File: src/mipsPkg.sv
package mipsPkg;

	typedef logic [31:0] wordT;
	typedef logic [4:0] regIdxT;
	typedef logic [5:0] opcodeT;
	typedef logic [5:0] functT;
	typedef logic [3:0] aluOpT;
	typedef logic [1:0] fwdSelT;

	// Primary opcodes
	parameter opcodeT opRtype = 6'd0;
	parameter opcodeT opJ     = 6'd2;
	parameter opcodeT opBeq   = 6'd4;
	parameter opcodeT opBne   = 6'd5;
	parameter opcodeT opAddi  = 6'd8;
	parameter opcodeT opAddiu = 6'd9;
	parameter opcodeT opSlti  = 6'd10;
	parameter opcodeT opSltiu = 6'd11;
	parameter opcodeT opAndi  = 6'd12;
	parameter opcodeT opOri   = 6'd13;
	parameter opcodeT opXori  = 6'd14;
	parameter opcodeT opLui   = 6'd15;
	parameter opcodeT opLw    = 6'd35;
	parameter opcodeT opSw    = 6'd43;

	// Function field, register-type only
	parameter functT fnAdd  = 6'd32;
	parameter functT fnAddu = 6'd33;
	parameter functT fnSub  = 6'd34;
	parameter functT fnSubu = 6'd35;
	parameter functT fnAnd  = 6'd36;
	parameter functT fnOr   = 6'd37;
	parameter functT fnXor  = 6'd38;
	parameter functT fnNor  = 6'd39;
	parameter functT fnSlt  = 6'd42;
	parameter functT fnSltu = 6'd43;

	parameter aluOpT aluAnd  = 4'd0;
	parameter aluOpT aluOr   = 4'd1;
	parameter aluOpT aluAdd  = 4'd2;
	parameter aluOpT aluNor  = 4'd3;
	parameter aluOpT aluXor  = 4'd4;
	parameter aluOpT aluSub  = 4'd6;
	parameter aluOpT aluSlt  = 4'd7;
	parameter aluOpT aluLui  = 4'd10;
	parameter aluOpT aluSltu = 4'd14;

	parameter fwdSelT fwdNone = 2'd0; // Register file value
	parameter fwdSelT fwdMem  = 2'd1;
	parameter fwdSelT fwdWb   = 2'd2;

	parameter wordT resetPc = 32'h0000_0000;

endpackage
File: src/hazardForward.sv
`timescale 1ns/1ns

module hazardForward (
	input  mipsPkg::regIdxT idRs,
	input  mipsPkg::regIdxT idRt,
	input  mipsPkg::regIdxT exRs,
	input  mipsPkg::regIdxT exRt,
	input  mipsPkg::regIdxT exDest,
	input  mipsPkg::regIdxT memDest,
	input  mipsPkg::regIdxT wbDest,
	input  logic            exMemRead,
	input  logic            memRegWrite,
	input  logic            wbRegWrite,
	input  logic            branchTaken,
	input  logic            jumpId,
	output mipsPkg::fwdSelT fwdA,
	output mipsPkg::fwdSelT fwdB,
	output logic            stall,
	output logic            flushIfId,
	output logic            flushIdEx
);

	logic loadUse;

	// Youngest producer wins
	function automatic mipsPkg::fwdSelT pickSrc(input mipsPkg::regIdxT src);
		if (memRegWrite && memDest != '0 && memDest == src)
			return mipsPkg::fwdMem;
		else if (wbRegWrite && wbDest != '0 && wbDest == src)
			return mipsPkg::fwdWb;
		return mipsPkg::fwdNone;
	endfunction

	always_comb begin
		fwdA = pickSrc(exRs);
		fwdB = pickSrc(exRt);
	end

	assign loadUse = exMemRead && exDest != '0 && (exDest == idRs || exDest == idRt);

	assign stall = loadUse;
	assign flushIdEx = loadUse || branchTaken; // Bubble into execute
	assign flushIfId = branchTaken || jumpId;

	// Load and branch cannot share the execute stage
	noStallOnBranch: assert final ($isunknown({stall, branchTaken}) || !(stall && branchTaken));

endmodule

File: config.mk
export PLATFORM = sky130hd
export DESIGN_NAME = hazardForward
export DESIGN_NICKNAME = d
export VERILOG_FILES = /design/src/mipsPkg.sv /design/src/hazardForward.sv
export SDC_FILE = /design/constraint.sdc
export NUM_CORES = 1
export LEC_CHECK = 0
export ABC_AREA = 1
export BUFFER_PORTS_ARGS = -buffer_cell sky130_fd_sc_hd__buf_2
export CORE_MARGIN = 2
export CORE_UTILIZATION = 36
export DETAILED_ROUTE_END_ITERATION = 8
export GPL_ROUTABILITY_DRIVEN = 0
export PLACE_DENSITY = 0.82
export RECOVER_POWER = 50
export REMOVE_ABC_BUFFERS = 1
export SLEW_MARGIN = 20
export SYNTH_ARGS = -nofsm -noshare
export SYNTH_HDL_FRONTEND = slang
export SYNTH_SLANG_ARGS = --single-unit
File: constraint.sdc
create_clock -name vclk -period 0.8
set_input_delay 0.08 -clock vclk [all_inputs]
set_output_delay 0.08 -clock vclk [all_outputs]
set_load 0.005 [all_outputs]
# ---- Word level (Yosys, flattened, before mapping)
# Cells that the tools add are included.
dict set report totals {
  reg_bits 0
  out_inout_bits 7
  ram_bits 0
  input_bits 40
  rom_bits 0
  wordCells 30
  memories 0
  latchBits 0
}
dict set report op_classes {
  order_cmp 0
  reduce_logical 14
  add_sub_neg 0
  mux 10
  n_eq_ne 6
  n_bitwise 0
  mul 0
  n_div 0
  n_shift 0
}
# cell count
set ops {}
lappend ops {{equality test 5 bit} 6}
lappend ops {{nonzero test 5 bit} 3}
lappend ops {{2-to-1 mux 2 bit} 6}
lappend ops {{logical AND 1 bit} 8}
lappend ops {{2-to-1 mux 1 bit} 4}
lappend ops {{logical OR 1 bit} 3}

# ---- Logic depth before layout (Yosys ltp)
# Gate-level depths: netlist of the first run.
dict set report logic_depth {
  word_depth 6
  depth_mapped 8
  ltp_nobuf 8
}

# ---- Least setup slack after synthesis of the first run
# Ideal clock, no wire load.
dict set report synth_timing {
  path_kind {in2out}
  startpoint {input port wbDest[2]}
  endpoint {output port fwdA[1]}
  arrival_ns 0.564
  path_stages 4
  t_required_ns 0.720
  slack_ns 0.156
  path_cell_list {xor2_1 -> nor3_1 -> nand2_1 -> nor2_1}
}
dict set report synth_via {
  elab_chain_cells 6
  elab_cells_between_ends 7
}
# item line
set synth_rtl {}
lappend synth_rtl {{start: declaration} hazardForward.sv:10} ;# input mipsPkg::regIdxT wbDest,
lappend synth_rtl {{nonzero test 5 bit} hazardForward.sv:29} ;# else if (wbRegWrite && wbDest != '0 && wbDest == src)
lappend synth_rtl {{logical AND 1 bit} hazardForward.sv:29}
lappend synth_rtl {{logical AND 1 bit (*)} hazardForward.sv:29}
lappend synth_rtl {{2-to-1 mux 1 bit (*)} hazardForward.sv:29}
lappend synth_rtl {{2-to-1 mux 1 bit (*)} hazardForward.sv:27} ;# if (memRegWrite && memDest != '0 && memDest == src)
lappend synth_rtl {{2-to-1 mux 2 bit (*)} hazardForward.sv:31} ;# return mipsPkg::fwdNone;
lappend synth_rtl {{end: declaration} hazardForward.sv:16} ;# output mipsPkg::fwdSelT fwdA,
# Mark *: on every way between the ends. The rest lies on a longest branch, timed or not.

# ---- Final worst setup path of the first run
dict set report layout_timing {
  startpoint {input port wbDest[3]}
  endpoint {output port fwdA[1]}
}
# The elaborated chain is that of the path after synthesis.

==> results of run 1 <==
[area by class of cell]
type / instances / area share, %
multi-input cells: 83 / 55.06
repair buffers: 48 / 36.85
inverters: 15 / 6.404
well taps: 15 / 1.685
[cells in the final DEF (no fill, tap or decap), types with 5 or more instances in the layout]
| cell | Yosys | final |
|---|---|---|
| inv_1 | 14 | 10 |
| buf_8 | 0 | 5 |
| buf_6 | 0 | 16 |
| nor2_1 | 13 | 10 |
| buf_2 | 0 | 24 |
| nand2_2 | 1 | 10 |
| nand3_1 | 5 | 5 |
| nand2_1 | 34 | 24 |
| xnor2_1 | 19 | 9 |
| xnor2_2 | 0 | 9 |
[power breakdown]
part,internal (mW),switching (mW),total [mW]
logic,0.335,0.263,0.598
clock network,0,0,0
registers,0,0,0
[worst min-delay path by stage]
stage / to / depth (start not counted) / startpoint / slack [ns]
after detailed placement: flushIfId / 3 / jumpId / 0.42
after CTS: flushIfId / 3 / jumpId / 0.42
after floorplan: flushIdEx / 2 / branchTaken / 0.24
after global routing: flushIfId / 3 / jumpId / 0.43
final: flushIfId / 3 / jumpId / 0.41
after global placement: flushIfId / 3 / jumpId / 0.41
[what timing repair did]
item	4_1_cts	5_1_grt
endpoints found under the setup margin	6	6
gates resized for setup	39	43
pin swaps	28	23
hold buffers	0	0
buffers inserted	0	1
[cell families (layout without fill, tap and decap cells)]
group	Yosys count	count (layout)	synth area share, %
xor+xnor	22	22	37.65
buf+inv	15	63	11.00
simple gates	61	61	51.35
[stage by stage]
stage                     instance area [µm²]  power [mW]  cells  utilization, %
after floorplan                         511.7      0.1940     98               -
after global placement                  765.7      0.3657    160           58.12
after detailed placement                765.7      0.3757    160           58.12
after CTS                               934.6      0.4703    160           70.94
after global routing                     1114      0.6467    161           84.52
final                                    1114      0.5983    161           84.52
[tightest hold or removal path, stage by stage]
cell and delay [ns]:
buf_2 0.07, or2_2 0.08, buf_2 0.10
[per-layer routing]
metal	track usage (%)	share of wire, %	up-vias	routed length [µm]
met1	19.95	32	359	692
met3	0.8696	3.8	10	82
li1	-	-	387	-
met5	0	0	-	0
met2	45.94	59	41	1249
met4	4.516	5.1	0	108
[synth_stat cells]
cell type   n  area, µm²
xnor2_1    19      166.4
nand2_2     1      6.260
nand3b_1    1      7.510
nor2_1     13      48.80
inv_1      14      52.55
and3_1      1      6.260
xor2_1      3      26.28
nor3_2      2      20.02
nand3_1     5      25.02
nand2_1    34      127.6
nor3_1      3      15.01
inv_2       1      3.750
or2_2       1      6.260
==> metrics.txt, run 1 <==
# TYPE chip_impl_metric gauge
chip_impl_metric{name="pwr_density_cell",unit="nW/µm²"} 537.2
chip_impl_metric{name="globalRouteTotalUtil",unit="%"} 20.79
chip_impl_metric{name="effective_utilization_at_floorplan",unit="%"} 38.84
chip_impl_metric{name="finalNetCount",unit=""} 188
chip_impl_metric{name="layout.area.seq",unit="µm²"} 0
chip_impl_metric{name="design.seq.count",unit=""} 0
chip_impl_metric{name="insertedDiodeCount",unit=""} 0
chip_impl_info{name="cp-start-kind",value="primary input"} 1
chip_impl_metric{name="final_min_period_over_clock_period",unit="%"} 118.9
chip_impl_metric{name="placement_rows",unit=""} 13
chip_impl_metric{name="synth_sequential_area_ratio",unit="%"} 0
chip_impl_info{name="startpoint",value="wbDest[3]"} 1
chip_impl_metric{name="route.detailed.drc",unit=""} 0
chip_impl_metric{name="static-leakage-power",unit="nW"} 0.6112
chip_impl_metric{name="design.die.area",unit="µm²"} 1739
chip_impl_metric{name="die_y",unit="µm"} 41.70
chip_impl_metric{name="die_w",unit="µm"} 41.70
chip_impl_metric{name="path_depth",unit=""} 7
chip_impl_metric{name="achievable-frequency",unit="MHz"} 1051
chip_impl_metric{name="first_global_vias",unit=""} 732
chip_impl_metric{name="final_period_minus_worst_setup_slack",unit="ns"} 0.9515
chip_impl_metric{name="vias",unit=""} 797
chip_impl_metric{name="grt_first_pass_wirelength",unit="mm"} 2.891
chip_impl_metric{name="drt_first_iter_violations",unit=""} 3
chip_impl_metric{name="place_hpwl",unit="mm"} 1.305
chip_impl_metric{name="share_of_cells_above_drive_strength_1",unit="%"} 56.16
chip_impl_info{name="hold_path.class",value="primary input to output pin"} 1
chip_impl_metric{name="grt_antenna_before_repair",unit=""} 0
chip_impl_metric{name="cp_slowest_stage_delay",unit="ns"} 0.21
chip_impl_metric{name="synth_cell_type_count",unit=""} 13
chip_impl_info{name="critical_path.endpoint_type",value="output pin"} 1
chip_impl_metric{name="postSynthAreaPerCell",unit="µm²"} 5.222
chip_impl_info{name="run_status",value="finished with violations"} 1
chip_impl_info{name="cpMaxStageDelayCell",value="xnor2_1"} 1
chip_impl_metric{name="layout.clock_buffers",unit=""} 0
chip_impl_metric{name="final-hold-violation-count",unit=""} 0
chip_impl_metric{name="fillerInstances",unit=""} 89
chip_impl_metric{name="fin_setup_tns",unit="ns"} -0.4758
chip_impl_metric{name="syn_to_final_growth",unit="%"} 117.6
chip_impl_metric{name="syn_inst",unit=""} 98
chip_impl_info{name="rsz0062_at_grt",value="yes"} 1
chip_impl_metric{name="fp.coreArea",unit="µm²"} 1318
chip_impl_info{name="timing_worst_setup_path_type",value="primary input to output pin"} 1
chip_impl_metric{name="final-setup-viol-count",unit=""} 6
chip_impl_info{name="timing.critical_path.cells",value="buf_6, xnor2_1, nand2_1, nor2_1, nand2_1, nor2_1, buf_2"} 1
chip_impl_metric{name="drt-total-wl",unit="mm"} 2.132
chip_impl_metric{name="pre_cts_setup_slack",unit="ns"} -0.1347
chip_impl_info{name="largest_delay_contributor_family_on_the_critical_path",value="simple AND/OR/NAND/NOR gates"} 1
chip_impl_metric{name="timing.max_cap.violations",unit=""} 0
chip_impl_metric{name="mappedNetlistArea",unit="µm²"} 511.7
chip_impl_metric{name="final.hold.worst_slack",unit="ns"} 0.4139
chip_impl_metric{name="slew_violations",unit=""} 0
chip_impl_metric{name="cp.required",unit="ns"} 0.72
chip_impl_metric{name="cp_data_arrival_time",unit="ns"} 0.87
chip_impl_metric{name="final.setup.worst_slack",unit="ns"} -0.1515
chip_impl_metric{name="viasPerCell",unit=""} 4.950
chip_impl_metric{name="max-vdd-ir-drop",unit="mV"} 0.3576
chip_impl_metric{name="grt_start_max_net_pins",unit=""} 5
chip_impl_metric{name="slew-limit-headroom",unit="%"} 86.28
chip_impl_info{name="crit_end",value="fwdA[1]"} 1
chip_impl_metric{name="io_buffer_count",unit=""} 47
chip_impl_metric{name="drt_pre_antenna_iters",unit=""} 3
chip_impl_metric{name="post_drt_wl_per_cell",unit="µm"} 13.24
chip_impl_metric{name="ioPinCount",unit=""} 47
chip_impl_metric{name="remaining_number_of_nets_flagged_by_the_antenna_check_after_routing",unit=""} 0
chip_impl_metric{name="timing.critical_path.fanout_max",unit=""} 3
chip_impl_metric{name="critical_path.n_buffers_inverters",unit=""} 2
chip_impl_metric{name="total_number_of_yosys_warnings",unit=""} 0
chip_impl_info{name="violations",value="setup timing"} 1
chip_impl_metric{name="global_route.overflow_total",unit=""} 0
chip_impl_metric{name="multiInputGateArea",unit="µm²"} 613.1
chip_impl_metric{name="tightest_slew",unit="ns"} 0.2044
(Power assumes the default switching activity.)
==> run 2, diff against run 1 <==
==> constraint.sdc (replaced) <==
create_clock -name vclk -period 0.8
set_input_delay 0.08 -clock vclk [all_inputs]
set_output_delay 0.08 -clock vclk [all_outputs]
set_load 0.01 [all_outputs]
==> run 2 against run 1 <==
Against the previous run:
- the run still ends with setup timing left
- sequential share of layout area stayed put
- non-clock buffer count fell by 1
- via count is 2.3% lower
- combinational power decreased by 7.4%
- total power down 7.4%
- first-iteration DRC count grew to 2.7 times the previous value
- design area decreased by 5.2%
- routed wire length down 8.2%
- maximum frequency is 4.3% lower
- critical path type unchanged
==> metrics.txt, run 2 (synthesized netlist as in run 1, its figures left out) <==
# TYPE chip_impl_metric gauge
chip_impl_metric{name="io_buffer_count",unit=""} 47
chip_impl_metric{name="placed_cells",unit=""} 160
chip_impl_metric{name="place_hpwl",unit="mm"} 1.322
chip_impl_info{name="run_status",value="finished with violations"} 1
chip_impl_info{name="cpMaxStageDelayCell",value="and3_1"} 1
chip_impl_metric{name="viasPerCell",unit=""} 4.869
chip_impl_metric{name="share_of_cells_above_drive_strength_1",unit="%"} 51.03
chip_impl_info{name="timing.critical_path.cells",value="buf_8, xnor2_1, and3_1, nand2_1, nor2_1, buf_2"} 1
chip_impl_info{name="rsz0062_at_grt",value="yes"} 1
chip_impl_metric{name="seq_power_share",unit="%"} 0
chip_impl_info{name="violations",value="setup timing"} 1
chip_impl_metric{name="final_period_minus_worst_setup_slack",unit="ns"} 0.9944
chip_impl_metric{name="timing.critical_path.fanout_max",unit=""} 2
chip_impl_metric{name="globalRouteTotalUtil",unit="%"} 20.05
chip_impl_metric{name="insertedDiodeCount",unit=""} 0
chip_impl_metric{name="pwr_density_cell",unit="nW/µm²"} 524.6
chip_impl_metric{name="grt_start_max_net_pins",unit=""} 5
chip_impl_metric{name="grt_first_pass_wirelength",unit="mm"} 2.863
chip_impl_info{name="crit_end",value="fwdB[1]"} 1
chip_impl_info{name="layout_commonest_cell",value="nand2_1"} 1
chip_impl_metric{name="grt_antenna_before_repair",unit=""} 0
chip_impl_metric{name="final.setup.worst_slack",unit="ns"} -0.1944
chip_impl_metric{name="drt_pre_antenna_iters",unit=""} 4
chip_impl_metric{name="vias",unit=""} 779
chip_impl_metric{name="placement_rows",unit=""} 13
chip_impl_metric{name="route.detailed.drc",unit=""} 0
chip_impl_metric{name="slew_violations",unit=""} 0
chip_impl_metric{name="p_int",unit="µW"} 321.4
chip_impl_info{name="critical_path.endpoint_type",value="output pin"} 1
chip_impl_metric{name="global_route.overflow_total",unit=""} 0
chip_impl_metric{name="tightest_slew",unit="ns"} 0.1869
chip_impl_metric{name="max-vdd-ir-drop",unit="mV"} 0.3084
chip_impl_metric{name="final-setup-viol-count",unit=""} 6
chip_impl_metric{name="pwr-share-comb",unit="%"} 100.0
chip_impl_metric{name="cp_slowest_stage_delay",unit="ns"} 0.18
chip_impl_metric{name="cp_data_arrival_time",unit="ns"} 0.91
chip_impl_metric{name="switching_part_of_the_total_power",unit="%"} 41.99
chip_impl_metric{name="ioPinCount",unit=""} 47
chip_impl_info{name="cp-start-kind",value="primary input"} 1
chip_impl_info{name="final_cell_mix",value="nand2_1, buf_2, buf_6"} 1
chip_impl_metric{name="layout.clock_buffers",unit=""} 0
chip_impl_metric{name="layout.area.seq",unit="µm²"} 0
chip_impl_metric{name="cts.hold.buffers_added",unit=""} 0
chip_impl_metric{name="instances_no_fill",unit=""} 160
chip_impl_metric{name="drt-total-wl",unit="mm"} 1.957
chip_impl_metric{name="syn_to_final_growth",unit="%"} 106.4
chip_impl_info{name="largest_delay_contributor_family_on_the_critical_path",value="simple AND/OR/NAND/NOR gates"} 1
chip_impl_metric{name="drt_first_iter_violations",unit=""} 8
chip_impl_metric{name="cp.required",unit="ns"} 0.72
chip_impl_metric{name="path_depth",unit=""} 6
chip_impl_metric{name="final_min_period_over_clock_period",unit="%"} 124.3
chip_impl_metric{name="fillerInstances",unit=""} 92
chip_impl_metric{name="fp.coreArea",unit="µm²"} 1318
chip_impl_metric{name="static-leakage-power",unit="nW"} 0.5840
chip_impl_info{name="hp-start",value="branchTaken"} 1
chip_impl_metric{name="effective_utilization_at_floorplan",unit="%"} 38.84
chip_impl_metric{name="design.seq.count",unit=""} 0
chip_impl_metric{name="critical_path.n_buffers_inverters",unit=""} 2
chip_impl_metric{name="finalNetCount",unit=""} 187
chip_impl_metric{name="achievable-frequency",unit="MHz"} 1006
chip_impl_metric{name="final_area",unit="µm²"} 1056
chip_impl_info{name="timing_worst_setup_path_type",value="primary input to output pin"} 1
chip_impl_info{name="startpoint",value="exRt[0]"} 1
chip_impl_metric{name="first_global_vias",unit=""} 717
chip_impl_metric{name="die_w",unit="µm"} 41.70
chip_impl_metric{name="design.die.area",unit="µm²"} 1739
chip_impl_metric{name="slew-limit-headroom",unit="%"} 87.48
chip_impl_metric{name="remaining_number_of_nets_flagged_by_the_antenna_check_after_routing",unit=""} 0
chip_impl_metric{name="die_y",unit="µm"} 41.70
chip_impl_metric{name="netSwitchingPower",unit="µW"} 232.6
chip_impl_metric{name="timing.max_cap.violations",unit=""} 0
chip_impl_metric{name="final-hold-violation-count",unit=""} 0
chip_impl_info{name="hold_path.class",value="primary input to output pin"} 1
chip_impl_metric{name="post_drt_wl_per_cell",unit="µm"} 12.23
chip_impl_metric{name="post_dp_cell_area",unit="µm²"} 765.7
chip_impl_metric{name="power.clock.fraction",unit="%"} 0
[run 2: changes by cell type in the layout (fill, tap and decap cells not counted), moves of 2 or more]
cell	delta
buf_2	-3
buf_4	-2
nand2_2	-4
nor3_4	-3
nor2_2	+2
nand2_1	+5
nor3_2	+3
buf_8	+3
[run 2: how the worst min path moves through the flow]
stage                     depth (start not counted)        end  slack [ns]
after floorplan                                   1  flushIfId        0.26
after global placement                            3  flushIfId        0.42
after detailed placement                          3  flushIfId        0.43
after CTS                                         4  flushIdEx        0.43
after global routing                              4  flushIdEx        0.48
final                                             4  flushIdEx        0.44
[run 2: power groups by stage]
stage | clock network [mW] | logic (mW) | registers (mW)
4_1_cts | 0 | 0.462 | 0
3_5_place_dp | 0 | 0.380 | 0
3_3_place_gp | 0 | 0.370 | 0
5_1_grt | 0 | 0.601 | 0
2_1_floorplan | 0 | 0.199 | 0
6_report | 0 | 0.554 | 0
[run 2: cell type report]
cell class / instances / area (µm²) / share of cell area, %
inverter: 15 / 61.31 / 5.806
multi-input combinational: 83 / 555.5 / 52.61
tap: 15 / 18.77 / 1.777
timing repair buffer: 47 / 420.4 / 39.81
[run 2: routing by layer]
layer  GRT usage, %  up-vias  part of all wire [%]
li1               -      390                     -
met1          22.51      344                    32
met2          42.50       39                    58
met3         0.8696        6                   6.8
met4              0        0                   3.0
met5              0        -                     0
[run 2: repair_timing]
item                                    in CTS  in global routing
resized for setup                           37                 39
endpoints found under the hold margin        0                  0
buffers inserted                             0                  0
pin swaps                                   27                 29
endpoints found under the setup margin       6                  6
[run 2: per-stage QoR]
| stage | worst slack [ns] | total power [mW] | TNS, ns | utilization (%) | hold WS [ns] |
|---|---|---|---|---|---|
| 2_1_floorplan | 0.05839 | 0.1986 | 0 | - | 0.2644 |
| 3_3_place_gp | -0.1264 | 0.3704 | -0.5172 | 58.12 | 0.4249 |
| 3_5_place_dp | -0.1239 | 0.3804 | -0.5895 | 58.12 | 0.4350 |
| 4_1_cts | -0.08746 | 0.4621 | -0.3891 | 69.52 | 0.4300 |
| 5_1_grt | -0.2450 | 0.6010 | -1.174 | 80.15 | 0.4782 |
| 6_report | -0.1944 | 0.5540 | -0.7197 | 80.15 | 0.4381 |
==> run 3, diff against run 2 <==
--- a/config.mk
+++ b/config.mk
@@ -8,10 +8,10 @@
 export ABC_AREA = 1
 export BUFFER_PORTS_ARGS = -buffer_cell sky130_fd_sc_hd__buf_2
 export CORE_MARGIN = 2
-export CORE_UTILIZATION = 36
+export CORE_UTILIZATION = 30
 export DETAILED_ROUTE_END_ITERATION = 8
 export GPL_ROUTABILITY_DRIVEN = 0
-export PLACE_DENSITY = 0.82
+export PLACE_DENSITY = 0.71
 export RECOVER_POWER = 50
 export REMOVE_ABC_BUFFERS = 1
 export SLEW_MARGIN = 20
==> constraint.sdc (replaced) <==
create_clock -name vclk -period 0.8
set_input_delay 0.12 -clock vclk [all_inputs]
set_output_delay 0.12 -clock vclk [all_outputs]
set_load 0.01 [all_outputs]
==> run 3 against run 2 <==
Against the previous run:
- the run still ends with setup timing left
- hold slack gained 0.072 ns
- count of clock-buffer cells in the layout is the same
- global-route usage shrank 2.3 points
- maximum frequency shrank 0.61%
- routed wire length shrank 5.3%
- worst setup slack lost 0.0061 ns
- critical path depth is the same
- final cell count grew 1.3%
- total power grew 3.8%
- die area grew 18%
- non-clock buffer count grew 1
- utilization shrank 10 points
- critical path type unchanged
- largest cell class unchanged
- largest power group unchanged
==> metrics.txt, run 3 (synthesized netlist as in run 1, its figures left out) <==
# TYPE chip_impl_metric gauge
chip_impl_info{name="run_status",value="finished with violations"} 1
chip_impl_info{name="violations",value="setup timing"} 1
chip_impl_info{name="timing_worst_setup_path_type",value="primary input to output pin"} 1
chip_impl_metric{name="slew-limit-headroom",unit="%"} 88.51
chip_impl_info{name="whs_endpoint",value="flushIfId"} 1
chip_impl_metric{name="viasPerCell",unit=""} 4.784
chip_impl_metric{name="max-vdd-ir-drop",unit="mV"} 0.3247
chip_impl_metric{name="global_route.overflow_total",unit=""} 0
chip_impl_metric{name="static-leakage-power",unit="nW"} 0.6047
chip_impl_metric{name="cp_data_arrival_time",unit="ns"} 0.88
chip_impl_metric{name="pwr_density_cell",unit="nW/µm²"} 526.0
chip_impl_metric{name="cts.hold.buffers_added",unit=""} 0
chip_impl_metric{name="ioPinCount",unit=""} 47
chip_impl_metric{name="pre_cts_setup_slack",unit="ns"} -0.2228
chip_impl_metric{name="layout.clock_buffers",unit=""} 0
chip_impl_metric{name="drt-total-wl",unit="mm"} 1.854
chip_impl_info{name="cp-start-kind",value="primary input"} 1
chip_impl_metric{name="final-setup-viol-count",unit=""} 6
chip_impl_metric{name="grt_start_max_net_pins",unit=""} 5
chip_impl_metric{name="final.setup.worst_slack",unit="ns"} -0.2005
chip_impl_metric{name="final_min_period_over_clock_period",unit="%"} 125.1
chip_impl_metric{name="drt_pre_antenna_iters",unit=""} 4
chip_impl_metric{name="timing.critical_path.fanout_max",unit=""} 3
chip_impl_metric{name="slew_violations",unit=""} 0
chip_impl_info{name="rsz0062_at_grt",value="yes"} 1
chip_impl_metric{name="die_y",unit="µm"} 45.30
chip_impl_metric{name="drt_first_iter_violations",unit=""} 7
chip_impl_metric{name="achievable-frequency",unit="MHz"} 999.5
chip_impl_metric{name="placed_cells",unit=""} 162
chip_impl_metric{name="final-hold-violation-count",unit=""} 0
chip_impl_metric{name="grt_first_pass_wirelength",unit="mm"} 2.856
chip_impl_metric{name="globalRouteTotalUtil",unit="%"} 17.76
chip_impl_info{name="final_cell_mix",value="nand2_1, buf_2, buf_6"} 1
chip_impl_metric{name="vias",unit=""} 775
chip_impl_metric{name="fp.coreArea",unit="µm²"} 1559
chip_impl_metric{name="placement_rows",unit=""} 14
chip_impl_metric{name="design.seq.count",unit=""} 0
chip_impl_metric{name="insertedDiodeCount",unit=""} 0
chip_impl_info{name="hold_path.class",value="primary input to output pin"} 1
chip_impl_metric{name="worst_hold_path.num_cells",unit=""} 3
chip_impl_metric{name="tightest_slew",unit="ns"} 0.1714
chip_impl_info{name="layout_commonest_cell",value="nand2_1"} 1
chip_impl_metric{name="finalNetCount",unit=""} 188
chip_impl_metric{name="share_of_cells_above_drive_strength_1",unit="%"} 57.53
chip_impl_metric{name="instances_no_fill",unit=""} 162
chip_impl_metric{name="effective_utilization_at_floorplan",unit="%"} 32.83
chip_impl_metric{name="cp.required",unit="ns"} 0.68
chip_impl_metric{name="timing.max_cap.violations",unit=""} 0
chip_impl_metric{name="place_hpwl",unit="mm"} 1.385
chip_impl_info{name="critical_path.endpoint_type",value="output pin"} 1
chip_impl_metric{name="final.hold.worst_slack",unit="ns"} 0.5099
chip_impl_metric{name="grt_antenna_before_repair",unit=""} 0
chip_impl_metric{name="io_buffer_count",unit=""} 47
chip_impl_metric{name="post_drt_wl_per_cell",unit="µm"} 11.44
chip_impl_metric{name="layout.area.seq",unit="µm²"} 0
chip_impl_metric{name="route.detailed.drc",unit=""} 0
chip_impl_metric{name="remaining_number_of_nets_flagged_by_the_antenna_check_after_routing",unit=""} 0
chip_impl_metric{name="design.die.area",unit="µm²"} 2052
chip_impl_metric{name="cts_post_setup_buffers_inserted",unit=""} 0
chip_impl_info{name="hp-start",value="jumpId"} 1
chip_impl_metric{name="first_global_vias",unit=""} 778
chip_impl_metric{name="syn_to_final_growth",unit="%"} 113.7
chip_impl_metric{name="die_w",unit="µm"} 45.30
chip_impl_metric{name="fillerInstances",unit=""} 128
chip_impl_metric{name="final_period_minus_worst_setup_slack",unit="ns"} 1.000
[run 3: worst max path at each step]
stage | from | end | slack, ns | cells past startpoint
after CTS | wbDest[1] | fwdA[1] | -0.19 | 6
final | memDest[1] | fwdA[1] | -0.20 | 6
after detailed placement | wbDest[3] | fwdA[1] | -0.22 | 7
after global placement | wbDest[3] | fwdA[1] | -0.21 | 7
after global routing | idRt[2] | flushIdEx | -0.26 | 10
after floorplan | memDest[1] | fwdA[1] | -0.02 | 4
[run 3: layout make-up]
type               instances  area, µm²  share of cell area [%]
inverters                 15      61.31                   5.606
multi-input cells         83      610.6                   55.84
well taps                 16      20.02                   1.831
repair buffers            48      401.6                   36.73
[run 3: per-stage QoR]
step / power, mW / TNS, ns / cell area [µm²] / util, %
after floorplan: 0.1986 / -0.04322 / 511.7 / -
after global placement: 0.3748 / -1.041 / 774.5 / 49.68
after detailed placement: 0.3854 / -1.152 / 774.5 / 49.68
after CTS: 0.4722 / -0.9265 / 929.6 / 59.63
after global routing: 0.6196 / -1.345 / 1094 / 70.14
final: 0.5752 / -0.9658 / 1094 / 70.14
[run 3: layer usage]
metal  GRT usage [%]  routed length [µm]  vias up
li1                -                   -      391
met1           19.42                 659      334
met2           36.86                1043       50
met3          0.8000                 151        0
met4           2.941                   0        0
met5               0                   0        -
[run 3: repair_timing]
action / in CTS / in global routing
hold endpoints to repair: 0 / 0
setup endpoints to repair: 6 / 6
pin swaps: 20 / 26
resized for setup: 35 / 42
[run 3: worst max-delay path: stages]
cell     delay [ns]
buf_8          0.11
xnor2_2        0.16
nand2_1        0.08
nor3_2         0.21
nor2_1         0.06
buf_2          0.14
[run 3: where the power goes]
| part | leakage, nW | internal, mW | switching (mW) |
|---|---|---|---|
| Clock | 0 | 0 | 0 |
| Sequential | 0 | 0 | 0 |
| Combinational | 0.605 | 0.327 | 0.248 |
